[src/verilog/ex_ops_pkg.sv]
/*
 * Operation encodings for the execute stage
 *   alu_op_e      ALU result and branch comparison opcodes
 *   mult_op_e     multiplier opcodes, low half and high halves
 *   mult_state_e  multiplier sequencer states
 */

`default_nettype none

package ex_ops_pkg;

  // ALU opcodes
  // First ten produce a result, last six only drive the compare output
  typedef enum logic [3:0] {
    ALU_ADD  = 4'd0,
    ALU_SUB  = 4'd1,
    ALU_AND  = 4'd2,
    ALU_OR   = 4'd3,
    ALU_XOR  = 4'd4,
    ALU_SLL  = 4'd5,
    ALU_SRL  = 4'd6,
    ALU_SRA  = 4'd7,
    ALU_SLT  = 4'd8,
    ALU_SLTU = 4'd9,
    // Branch comparisons
    ALU_EQ   = 4'd10,
    ALU_NE   = 4'd11,
    ALU_LT   = 4'd12,
    ALU_GE   = 4'd13,
    ALU_LTU  = 4'd14,
    ALU_GEU  = 4'd15
  } alu_op_e;

  // Multiplier opcodes, suffix gives signedness of A and B
  typedef enum logic [1:0] {
    MUL_LO  = 2'd0,
    MUL_HSS = 2'd1,
    MUL_HSU = 2'd2,
    MUL_HUU = 2'd3
  } mult_op_e;

  // High-half sequencer
  typedef enum logic {
    MULT_IDLE   = 1'b0,
    MULT_FINISH = 1'b1
  } mult_state_e;

endpackage

`default_nettype wire

[src/verilog/ex_pipe_pkg.sv]
/*
 * Pipeline dimensions for the execute stage
 *   datapath and shift-amount widths
 *   register-address width and EX/WB reset value
 */

`default_nettype none

package ex_pipe_pkg;

  // Datapath
  localparam int DATA_W  = 32;
  // Shift amount, low bits of operand B
  localparam int SHAMT_W = 5;

  // Register file address, 6 bits to cover the extended register space
  localparam int RADDR_W = 6;

  // EX/WB address after reset
  localparam logic [RADDR_W-1:0] WADDR_RST = '0;

endpackage

`default_nettype wire

[src/verilog/ex_alu.sv]
/*
 * Combinational ALU
 *   add, subtract, logic, shifts, set-less-than
 *   signed and unsigned comparison for branches
 */

`default_nettype none

module ex_alu
  import ex_ops_pkg::*;
  import ex_pipe_pkg::*;
(
  input  alu_op_e             operator_i,
  input  logic [DATA_W-1:0]   operand_a_i,
  input  logic [DATA_W-1:0]   operand_b_i,
  output logic [DATA_W-1:0]   result_o,
  output logic                cmp_result_o
);

  // Shift amount from the low bits of B
  logic [SHAMT_W-1:0] shamt;

  // Comparison flags
  logic is_equal;
  logic is_less_s;
  logic is_less_u;

  assign shamt = operand_b_i[SHAMT_W-1:0];

  //////////////////////////////
  // Comparator
  //////////////////////////////

  assign is_equal  = (operand_a_i == operand_b_i);
  assign is_less_s = ($signed(operand_a_i) < $signed(operand_b_i));
  assign is_less_u = (operand_a_i < operand_b_i);

  // Branch decision, SLT/SLTU also report here
  always_comb begin
    cmp_result_o = 1'b0;
    case (operator_i)
      ALU_EQ:   cmp_result_o = is_equal;
      ALU_NE:   cmp_result_o = ~is_equal;
      ALU_LT:   cmp_result_o = is_less_s;
      ALU_GE:   cmp_result_o = ~is_less_s;
      ALU_LTU:  cmp_result_o = is_less_u;
      ALU_GEU:  cmp_result_o = ~is_less_u;
      ALU_SLT:  cmp_result_o = is_less_s;
      ALU_SLTU: cmp_result_o = is_less_u;
      default:  cmp_result_o = 1'b0;
    endcase
  end

  //////////////////////////////
  // Result
  //////////////////////////////

  always_comb begin
    // Comparison opcodes leave the result at zero
    result_o = '0;
    case (operator_i)
      ALU_ADD:  result_o = operand_a_i + operand_b_i;
      ALU_SUB:  result_o = operand_a_i - operand_b_i;
      ALU_AND:  result_o = operand_a_i & operand_b_i;
      ALU_OR:   result_o = operand_a_i | operand_b_i;
      ALU_XOR:  result_o = operand_a_i ^ operand_b_i;
      // Shifts
      ALU_SLL:  result_o = operand_a_i << shamt;
      ALU_SRL:  result_o = operand_a_i >> shamt;
      ALU_SRA:  result_o = $unsigned($signed(operand_a_i) >>> shamt);
      // Set-less-than, zero extended flag
      ALU_SLT:  result_o = {{(DATA_W-1){1'b0}}, is_less_s};
      ALU_SLTU: result_o = {{(DATA_W-1){1'b0}}, is_less_u};
      default:  result_o = '0;
    endcase
  end

endmodule

`default_nettype wire

[src/verilog/ex_mult.sv]
/*
 * Integer multiplier
 *   MUL_LO finishes in the issue cycle
 *   high-half products take one extra cycle through a two-state sequencer
 */

`default_nettype none

module ex_mult
  import ex_ops_pkg::*;
  import ex_pipe_pkg::*;
(
  input  logic                clk,
  input  logic                rst_n,
  input  logic                enable_i,
  input  mult_op_e            operator_i,
  input  logic [DATA_W-1:0]   op_a_i,
  input  logic [DATA_W-1:0]   op_b_i,
  input  logic                ex_ready_i,
  output logic [DATA_W-1:0]   result_o,
  output logic                multicycle_o,
  output logic                ready_o
);

  // Operand signedness from the opcode
  logic sign_a;
  logic sign_b;
  logic hi_op;

  // One extra bit per operand covers the mixed-sign case
  logic signed [DATA_W:0]     a_ext;
  logic signed [DATA_W:0]     b_ext;
  logic signed [2*DATA_W+1:0] product;

  mult_state_e       state_q;
  mult_state_e       state_d;
  logic [DATA_W-1:0] hi_q;

  assign sign_a = (operator_i == MUL_HSS) || (operator_i == MUL_HSU);
  assign sign_b = (operator_i == MUL_HSS);
  assign hi_op  = (operator_i != MUL_LO);

  assign a_ext   = $signed({sign_a & op_a_i[DATA_W-1], op_a_i});
  assign b_ext   = $signed({sign_b & op_b_i[DATA_W-1], op_b_i});
  assign product = a_ext * b_ext;

  //////////////////////////////
  // Sequencer
  //////////////////////////////

  always_comb begin
    state_d      = state_q;
    ready_o      = 1'b1;
    multicycle_o = 1'b0;
    // Low half is valid right away
    result_o     = product[DATA_W-1:0];
    case (state_q)
      MULT_IDLE: begin
        if (enable_i && hi_op) begin
          // First cycle, stall while the high half is captured
          ready_o      = 1'b0;
          multicycle_o = 1'b1;
          state_d      = MULT_FINISH;
        end
      end
      MULT_FINISH: begin
        result_o = hi_q;
        // Hold under back-pressure
        if (ex_ready_i) begin
          state_d = MULT_IDLE;
        end
      end
      default: state_d = MULT_IDLE;
    endcase
  end

  always_ff @(posedge clk or negedge rst_n) begin
    if (!rst_n) begin
      state_q <= MULT_IDLE;
    end else begin
      state_q <= state_d;
    end
  end

  // High half of the product, loaded in the first cycle
  always_ff @(posedge clk) begin
    if (multicycle_o) begin
      hi_q <= product[2*DATA_W-1:DATA_W];
    end
  end

endmodule

`default_nettype wire

[src/verilog/ex_writeback.sv]
/*
 * Execute stage write-back logic
 *   ALU-port write data select
 *   EX/WB register for the load write port
 *   stage ready/valid
 */

`default_nettype none

module ex_writeback
  import ex_pipe_pkg::*;
(
  input  logic                clk,
  input  logic                rst_n,
  input  logic                alu_en_i,
  input  logic                mult_en_i,
  input  logic                csr_access_i,
  input  logic                lsu_en_i,
  input  logic [DATA_W-1:0]   alu_result_i,
  input  logic [DATA_W-1:0]   mult_result_i,
  input  logic [DATA_W-1:0]   csr_rdata_i,
  input  logic                mult_ready_i,
  input  logic                lsu_ready_ex_i,
  input  logic                lsu_err_i,
  input  logic                wb_ready_i,
  input  logic                branch_in_ex_i,
  input  logic                regfile_we_i,
  input  logic [RADDR_W-1:0]  regfile_waddr_i,
  output logic [DATA_W-1:0]   regfile_alu_wdata_fw_o,
  output logic                regfile_we_wb_o,
  output logic [RADDR_W-1:0]  regfile_waddr_wb_o,
  output logic                ex_ready_o,
  output logic                ex_valid_o
);

  // All units done and writeback accepting
  logic units_ready;
  logic stage_valid;
  // Load write enable, dropped on a load error
  logic lsu_we;

  logic               we_q;
  logic [RADDR_W-1:0] waddr_q;

  // ALU port data, CSR over multiplier over ALU
  always_comb begin
    if (csr_access_i) begin
      regfile_alu_wdata_fw_o = csr_rdata_i;
    end else if (mult_en_i) begin
      regfile_alu_wdata_fw_o = mult_result_i;
    end else if (alu_en_i) begin
      regfile_alu_wdata_fw_o = alu_result_i;
    end else begin
      regfile_alu_wdata_fw_o = '0;
    end
  end

  //////////////////////////////
  // Handshake
  //////////////////////////////

  assign units_ready = mult_ready_i & lsu_ready_ex_i & wb_ready_i;
  assign stage_valid = (alu_en_i | mult_en_i | csr_access_i | lsu_en_i) & units_ready;

  // A branch finishes in EX without needing writeback
  assign ex_ready_o = units_ready | branch_in_ex_i;
  assign ex_valid_o = stage_valid;

  //////////////////////////////
  // EX/WB register
  //////////////////////////////

  assign lsu_we = regfile_we_i & ~lsu_err_i;

  always_ff @(posedge clk or negedge rst_n) begin
    if (!rst_n) begin
      we_q    <= 1'b0;
      waddr_q <= WADDR_RST;
    end else if (stage_valid) begin
      we_q <= lsu_we;
      // Keep the last address when nothing is written
      if (lsu_we) begin
        waddr_q <= regfile_waddr_i;
      end
    end else if (wb_ready_i) begin
      // Bubble, flush the pending write
      we_q <= 1'b0;
    end
  end

  assign regfile_we_wb_o    = we_q;
  assign regfile_waddr_wb_o = waddr_q;

endmodule

`default_nettype wire

[src/verilog/ex_stage.sv]
/*
 * Execute stage top level
 *   ALU, multiplier and write-back instances
 *   branch, load data and ALU-port pass-throughs
 */

`default_nettype none

module ex_stage
  import ex_ops_pkg::*;
  import ex_pipe_pkg::*;
(
  input  logic                clk,
  input  logic                rst_n,
  // ALU
  input  logic                alu_en_i,
  input  alu_op_e             alu_operator_i,
  input  logic [DATA_W-1:0]   alu_operand_a_i,
  input  logic [DATA_W-1:0]   alu_operand_b_i,
  input  logic [DATA_W-1:0]   alu_operand_c_i,
  // Multiplier
  input  logic                mult_en_i,
  input  mult_op_e            mult_operator_i,
  input  logic [DATA_W-1:0]   mult_operand_a_i,
  input  logic [DATA_W-1:0]   mult_operand_b_i,
  output logic                mult_multicycle_o,
  // CSR read data
  input  logic                csr_access_i,
  input  logic [DATA_W-1:0]   csr_rdata_i,
  // Load unit
  input  logic                lsu_en_i,
  input  logic                lsu_ready_ex_i,
  input  logic                lsu_err_i,
  input  logic [DATA_W-1:0]   lsu_rdata_i,
  // Register file write requests
  input  logic                regfile_alu_we_i,
  input  logic [RADDR_W-1:0]  regfile_alu_waddr_i,
  input  logic                regfile_we_i,
  input  logic [RADDR_W-1:0]  regfile_waddr_i,
  input  logic                branch_in_ex_i,
  // ALU write port, forwarded
  output logic                regfile_alu_we_fw_o,
  output logic [RADDR_W-1:0]  regfile_alu_waddr_fw_o,
  output logic [DATA_W-1:0]   regfile_alu_wdata_fw_o,
  // Load write port
  output logic                regfile_we_wb_o,
  output logic [RADDR_W-1:0]  regfile_waddr_wb_o,
  output logic [DATA_W-1:0]   regfile_wdata_wb_o,
  // Branch to fetch
  output logic [DATA_W-1:0]   jump_target_o,
  output logic                branch_decision_o,
  // Stall control
  input  logic                wb_ready_i,
  output logic                ex_ready_o,
  output logic                ex_valid_o
);

  logic [DATA_W-1:0] alu_result;
  logic [DATA_W-1:0] mult_result;
  logic              mult_ready;

  ex_alu u_alu (
    .operator_i   (alu_operator_i),
    .operand_a_i  (alu_operand_a_i),
    .operand_b_i  (alu_operand_b_i),
    .result_o     (alu_result),
    .cmp_result_o (branch_decision_o)
  );

  // Sequencer advances when the whole stage is ready
  ex_mult u_mult (
    .clk          (clk),
    .rst_n        (rst_n),
    .enable_i     (mult_en_i),
    .operator_i   (mult_operator_i),
    .op_a_i       (mult_operand_a_i),
    .op_b_i       (mult_operand_b_i),
    .ex_ready_i   (ex_ready_o),
    .result_o     (mult_result),
    .multicycle_o (mult_multicycle_o),
    .ready_o      (mult_ready)
  );

  ex_writeback u_writeback (
    .clk                    (clk),
    .rst_n                  (rst_n),
    .alu_en_i               (alu_en_i),
    .mult_en_i              (mult_en_i),
    .csr_access_i           (csr_access_i),
    .lsu_en_i               (lsu_en_i),
    .alu_result_i           (alu_result),
    .mult_result_i          (mult_result),
    .csr_rdata_i            (csr_rdata_i),
    .mult_ready_i           (mult_ready),
    .lsu_ready_ex_i         (lsu_ready_ex_i),
    .lsu_err_i              (lsu_err_i),
    .wb_ready_i             (wb_ready_i),
    .branch_in_ex_i         (branch_in_ex_i),
    .regfile_we_i           (regfile_we_i),
    .regfile_waddr_i        (regfile_waddr_i),
    .regfile_alu_wdata_fw_o (regfile_alu_wdata_fw_o),
    .regfile_we_wb_o        (regfile_we_wb_o),
    .regfile_waddr_wb_o     (regfile_waddr_wb_o),
    .ex_ready_o             (ex_ready_o),
    .ex_valid_o             (ex_valid_o)
  );

  //////////////////////////////
  // Pass-throughs
  //////////////////////////////

  // Target computed in decode, carried on operand C
  assign jump_target_o          = alu_operand_c_i;
  assign regfile_wdata_wb_o     = lsu_rdata_i;
  assign regfile_alu_we_fw_o    = regfile_alu_we_i;
  assign regfile_alu_waddr_fw_o = regfile_alu_waddr_i;

endmodule

`default_nettype wire

[config.mk]
export PLATFORM = sky130hd
export DESIGN_NAME = ex_stage
export DESIGN_NICKNAME = d
export VERILOG_FILES = /design/src/verilog/ex_ops_pkg.sv /design/src/verilog/ex_pipe_pkg.sv /design/src/verilog/ex_alu.sv /design/src/verilog/ex_mult.sv /design/src/verilog/ex_writeback.sv /design/src/verilog/ex_stage.sv
export SDC_FILE = /design/constraint.sdc
export NUM_CORES = 2
export LEC_CHECK = 0
export BUFFER_PORTS_ARGS = -buffer_cell sky130_fd_sc_hd__buf_2
export CAP_MARGIN = 20
export CORE_ASPECT_RATIO = 1.75
export CORE_MARGIN = 2
export CORE_UTILIZATION = 40
export CTS_BUF_LIST = sky130_fd_sc_hd__clkbuf_8
export DETAILED_ROUTE_END_ITERATION = 8
export GPL_ROUTABILITY_DRIVEN = 0
export GPL_TIMING_DRIVEN = 0
export PLACE_DENSITY = 0.6
export SLEW_MARGIN = 15
export SYNTH_ARGS = -nofsm -noshare
export SYNTH_HDL_FRONTEND = slang
export SYNTH_SLANG_ARGS = --single-unit
[constraint.sdc]
create_clock -name clk -period 7.71 [get_ports clk]
set_clock_uncertainty 0.15 [all_clocks]
set_input_delay 0.3855 -clock clk [delete_from_list [all_inputs] [get_ports clk]]
set_output_delay 0.3855 -clock clk [all_outputs]
set_load 0.01 [all_outputs]
==> metrics <==
Vias=47.8k; CTS tree=done; Mapped Nets=7491; Tightest Pin Transition=1.44 ns; clock-pin slew on the worst setup and hold paths=0.09 ns; Post-DP Area=52900 sq um; initial antenna violation count=44; synthesized area per cell=8.48 sq um; Final setup viols=33; FP Rows=170; cells after synthesis=5799; wire per inst=32.0 microns; layout cells sized above 1=0.200; worst path cell trace=buf_4 > clkdlybuf4s15_1 > and2_1 > fa_1 > inv_1 > fa_1 > fa_1 > fa_1 > fa_2 > inv_1 > fa_1 > inv_1 > fa_1 > fa_1 > inv_1 > ha_4 > a21o_1 > a31o_4 > a31oi_4 > a211oi_2 > or2_4 > a311o_1 > a311oi_2 > xnor2_2; antenna-violating nets left=0; Max-slew headroom=0.0303; die area=126000 sq um; first-pass GRT wire length=355 mm; CP dominant cell by count=fa_1; post-route cell area=58600 sq um; Max Buffers Root-to-Sink=2; # port buffers=294; # IOs=368; die height=468 microns; clock sink count=40; CTS Root Cell=clkbuf_8; Max Cap Viol=0; worst path required time=7.58 ns; Min-Delay Path Class=in -> reg; DRC viols=345; violated checks=design-rule violations, negative setup slack; WP data arrival=8.31 ns; gr usage total=0.414; Pre-Repair DR Iteration Count=9; Mapped Area=49200 sq um; Slew Limit Fails=0; vias per std cell=6.02; Tcrit/Tclk final=1.09; max frequency=119 MHz; Worst Path Buf+Inv=6; Yosys reg bits=40; run status=finished with violations; area grow syn2layout=19.1%; post-route worst setup slack=-0.729 ns; vias in the first global route=49.1k; Core Region=122000 sq um; Crit-path slowest cell=clkdlybuf4s15_1; CTS H-tree depth=2; Synthesis Warnings=0; Hold Slack=0.174 ns; Crit Path Max Fanout=10; DP HPWL=190 mm; sequential share of the synthesized area=0.0236; Post-synth EDFFs=32; count of cell types in the netlist=85; initial core utilization=0.402; Fin. Hold Viols=0; asr flop ratio synth=0.200; clock buffers created by TritonCTS=5; post-route minimum period=8.44 ns; Clk Latency, worst-skew pair=0.29 ns; number of fill cells in the layout=11.8k; DRT iter0 DRCs=6477; final net count=7968; crit path launch type=input pin; Primary FF master, synth=edfxtp_1; final wirelength=254 mm; largest net degree at the start of global routing=27; critical path endpoint category=flop; worst setup path class=in -> reg; grt ovf=0; kind of cell adding the most delay to the critical path=adder cells; Die Width=269 microns; RSZ-0062 raised after global routing=true; post-layout util=0.479; CP peak stage delay=0.68 ns
## area by class of cell
cell class	count	area, sq um	area share
antenna	33	82.6	0.00141
buffer	391	3230	0.0551
clock buffer	5	68.8	0.00117
clock inverter	3	47.5	0.000812
inverter	1301	4940	0.0843
multi-input combinational	4050	43500	0.742
sequential	40	1160	0.0198
tap	1634	2040	0.0349
timing repair buffer	487	3530	0.0603
## layout by cell type (no fill, tap or decap), drive strengths merged, types with 11 or more instances in the layout
cell,netlist,routed
o21a,19,19
a21o,59,59
nand2,948,948
and2,286,286
xnor2,75,75
nand3,34,34
fa,1127,1127
edfxtp,32,32
a221oi,35,35
inv,1298,1293
nand2b,14,14
and3,26,26
a21oi,167,167
o2111ai,12,12
mux2,28,28
a211oi,31,31
o211ai,26,26
diode,0,33
or2,22,22
nor2b,17,17
o221ai,11,11
nand4,22,22
o31ai,22,22
nor2,209,209
o21ai,171,171
buf,105,617
ha,311,311
mux2i,55,55
or3,14,14
nor4,12,12
clkbuf,303,262
a22oi,18,18
nor3,47,47
a31oi,31,31
mux4,38,38
xor2,28,28
o21bai,21,21
## metrics by stage
stage	setup slack (ns)	instances	setup TNS, ns
after floorplan	-0.566	5799	-2.41
after global placement	-2.26	7727	-68.68
after detailed placement	-2.30	7731	-69.95
after CTS	-0.592	7846	-4.08
after global routing	-0.860	7921	-15.05
final	-0.729	7944	-9.46
## logic make-up after synthesis
| group | after synthesis | share of synthesized area |
|---|---|---|
| fa+ha+maj | 1438 | 0.538 |
| simple gates | 1672 | 0.153 |
| xor+xnor | 103 | 0.0183 |
| flops | 40 | 0.0236 |
| compound gates | 716 | 0.0960 |
| mux | 121 | 0.0350 |
| buf+inv | 1709 | 0.137 |
## worst paths after layout
kind,start,endpoint,slack (ns),depth (start not counted)
setup / recovery,mult_operand_b_i[31],u_mult.hi_q[31]$_DFFE_PP_,-0.73,24
hold / removal,regfile_waddr_i[4],u_writeback.regfile_waddr_wb_o[4]$_DFFE_PN0P_,0.17,2
setup reg to reg,u_mult.state_q$_DFF_PN0_,u_writeback.regfile_waddr_wb_o[0]$_DFFE_PN0P_,4.96,7
hold reg to reg,u_writeback.regfile_we_wb_o$_DFFE_PN0P_,u_writeback.regfile_we_wb_o$_DFFE_PN0P_,0.33,1
max in group asynchronous,rst_n,u_mult.state_q$_DFF_PN0_,6.93,2
min in group asynchronous,rst_n,u_writeback.regfile_we_wb_o$_DFFE_PN0P_,0.32,2
## cells in the mapped netlist (all sizes together), types with 31 or more instances
cell type,instances,share of area
edfxtp,32,0.020
a211oi,31,0.0049
and2,286,0.036
clkbuf,303,0.023
nand2,948,0.072
ha,311,0.079
mux2i,55,0.011
xnor2,75,0.013
a21oi,167,0.017
a31oi,31,0.0039
nor2,209,0.016
nor3,47,0.0048
buf,105,0.014
a221oi,35,0.0064
nand3,34,0.0035
mux4,38,0.017
fa,1127,0.46
inv,1298,0.099
o21ai,171,0.017
a21o,59,0.0090
## registers in the layout, indices dropped and copies added (netlist names)
signal and count:
u_mult.hi_q 32, u_writeback.regfile_waddr_wb_o 6, u_mult.state_q 1, u_writeback.regfile_we_wb_o 1
## layer usage
layer	global-route usage	up-vias	share of wire
met5	0.0791	-	0.0034
met4	0.442	28	0.14
met3	0.231	1799	0.14
met2	0.610	3887	0.43
met1	0.379	23500	0.28
li1	-	18600	-
## repair_timing
action                                  4_1_cts  5_1_grt
setup buffers                               119       55
endpoints found under the setup margin       51       43
pin swaps                                   150      183
resized for setup                           736      322
hold buffers                                  1        0
gates cloned                                  2        0
endpoints found under the hold margin         8        0
Power is not shown: default switching activity piles up to over one toggle a cycle in this logic, so the estimate is an artifact.
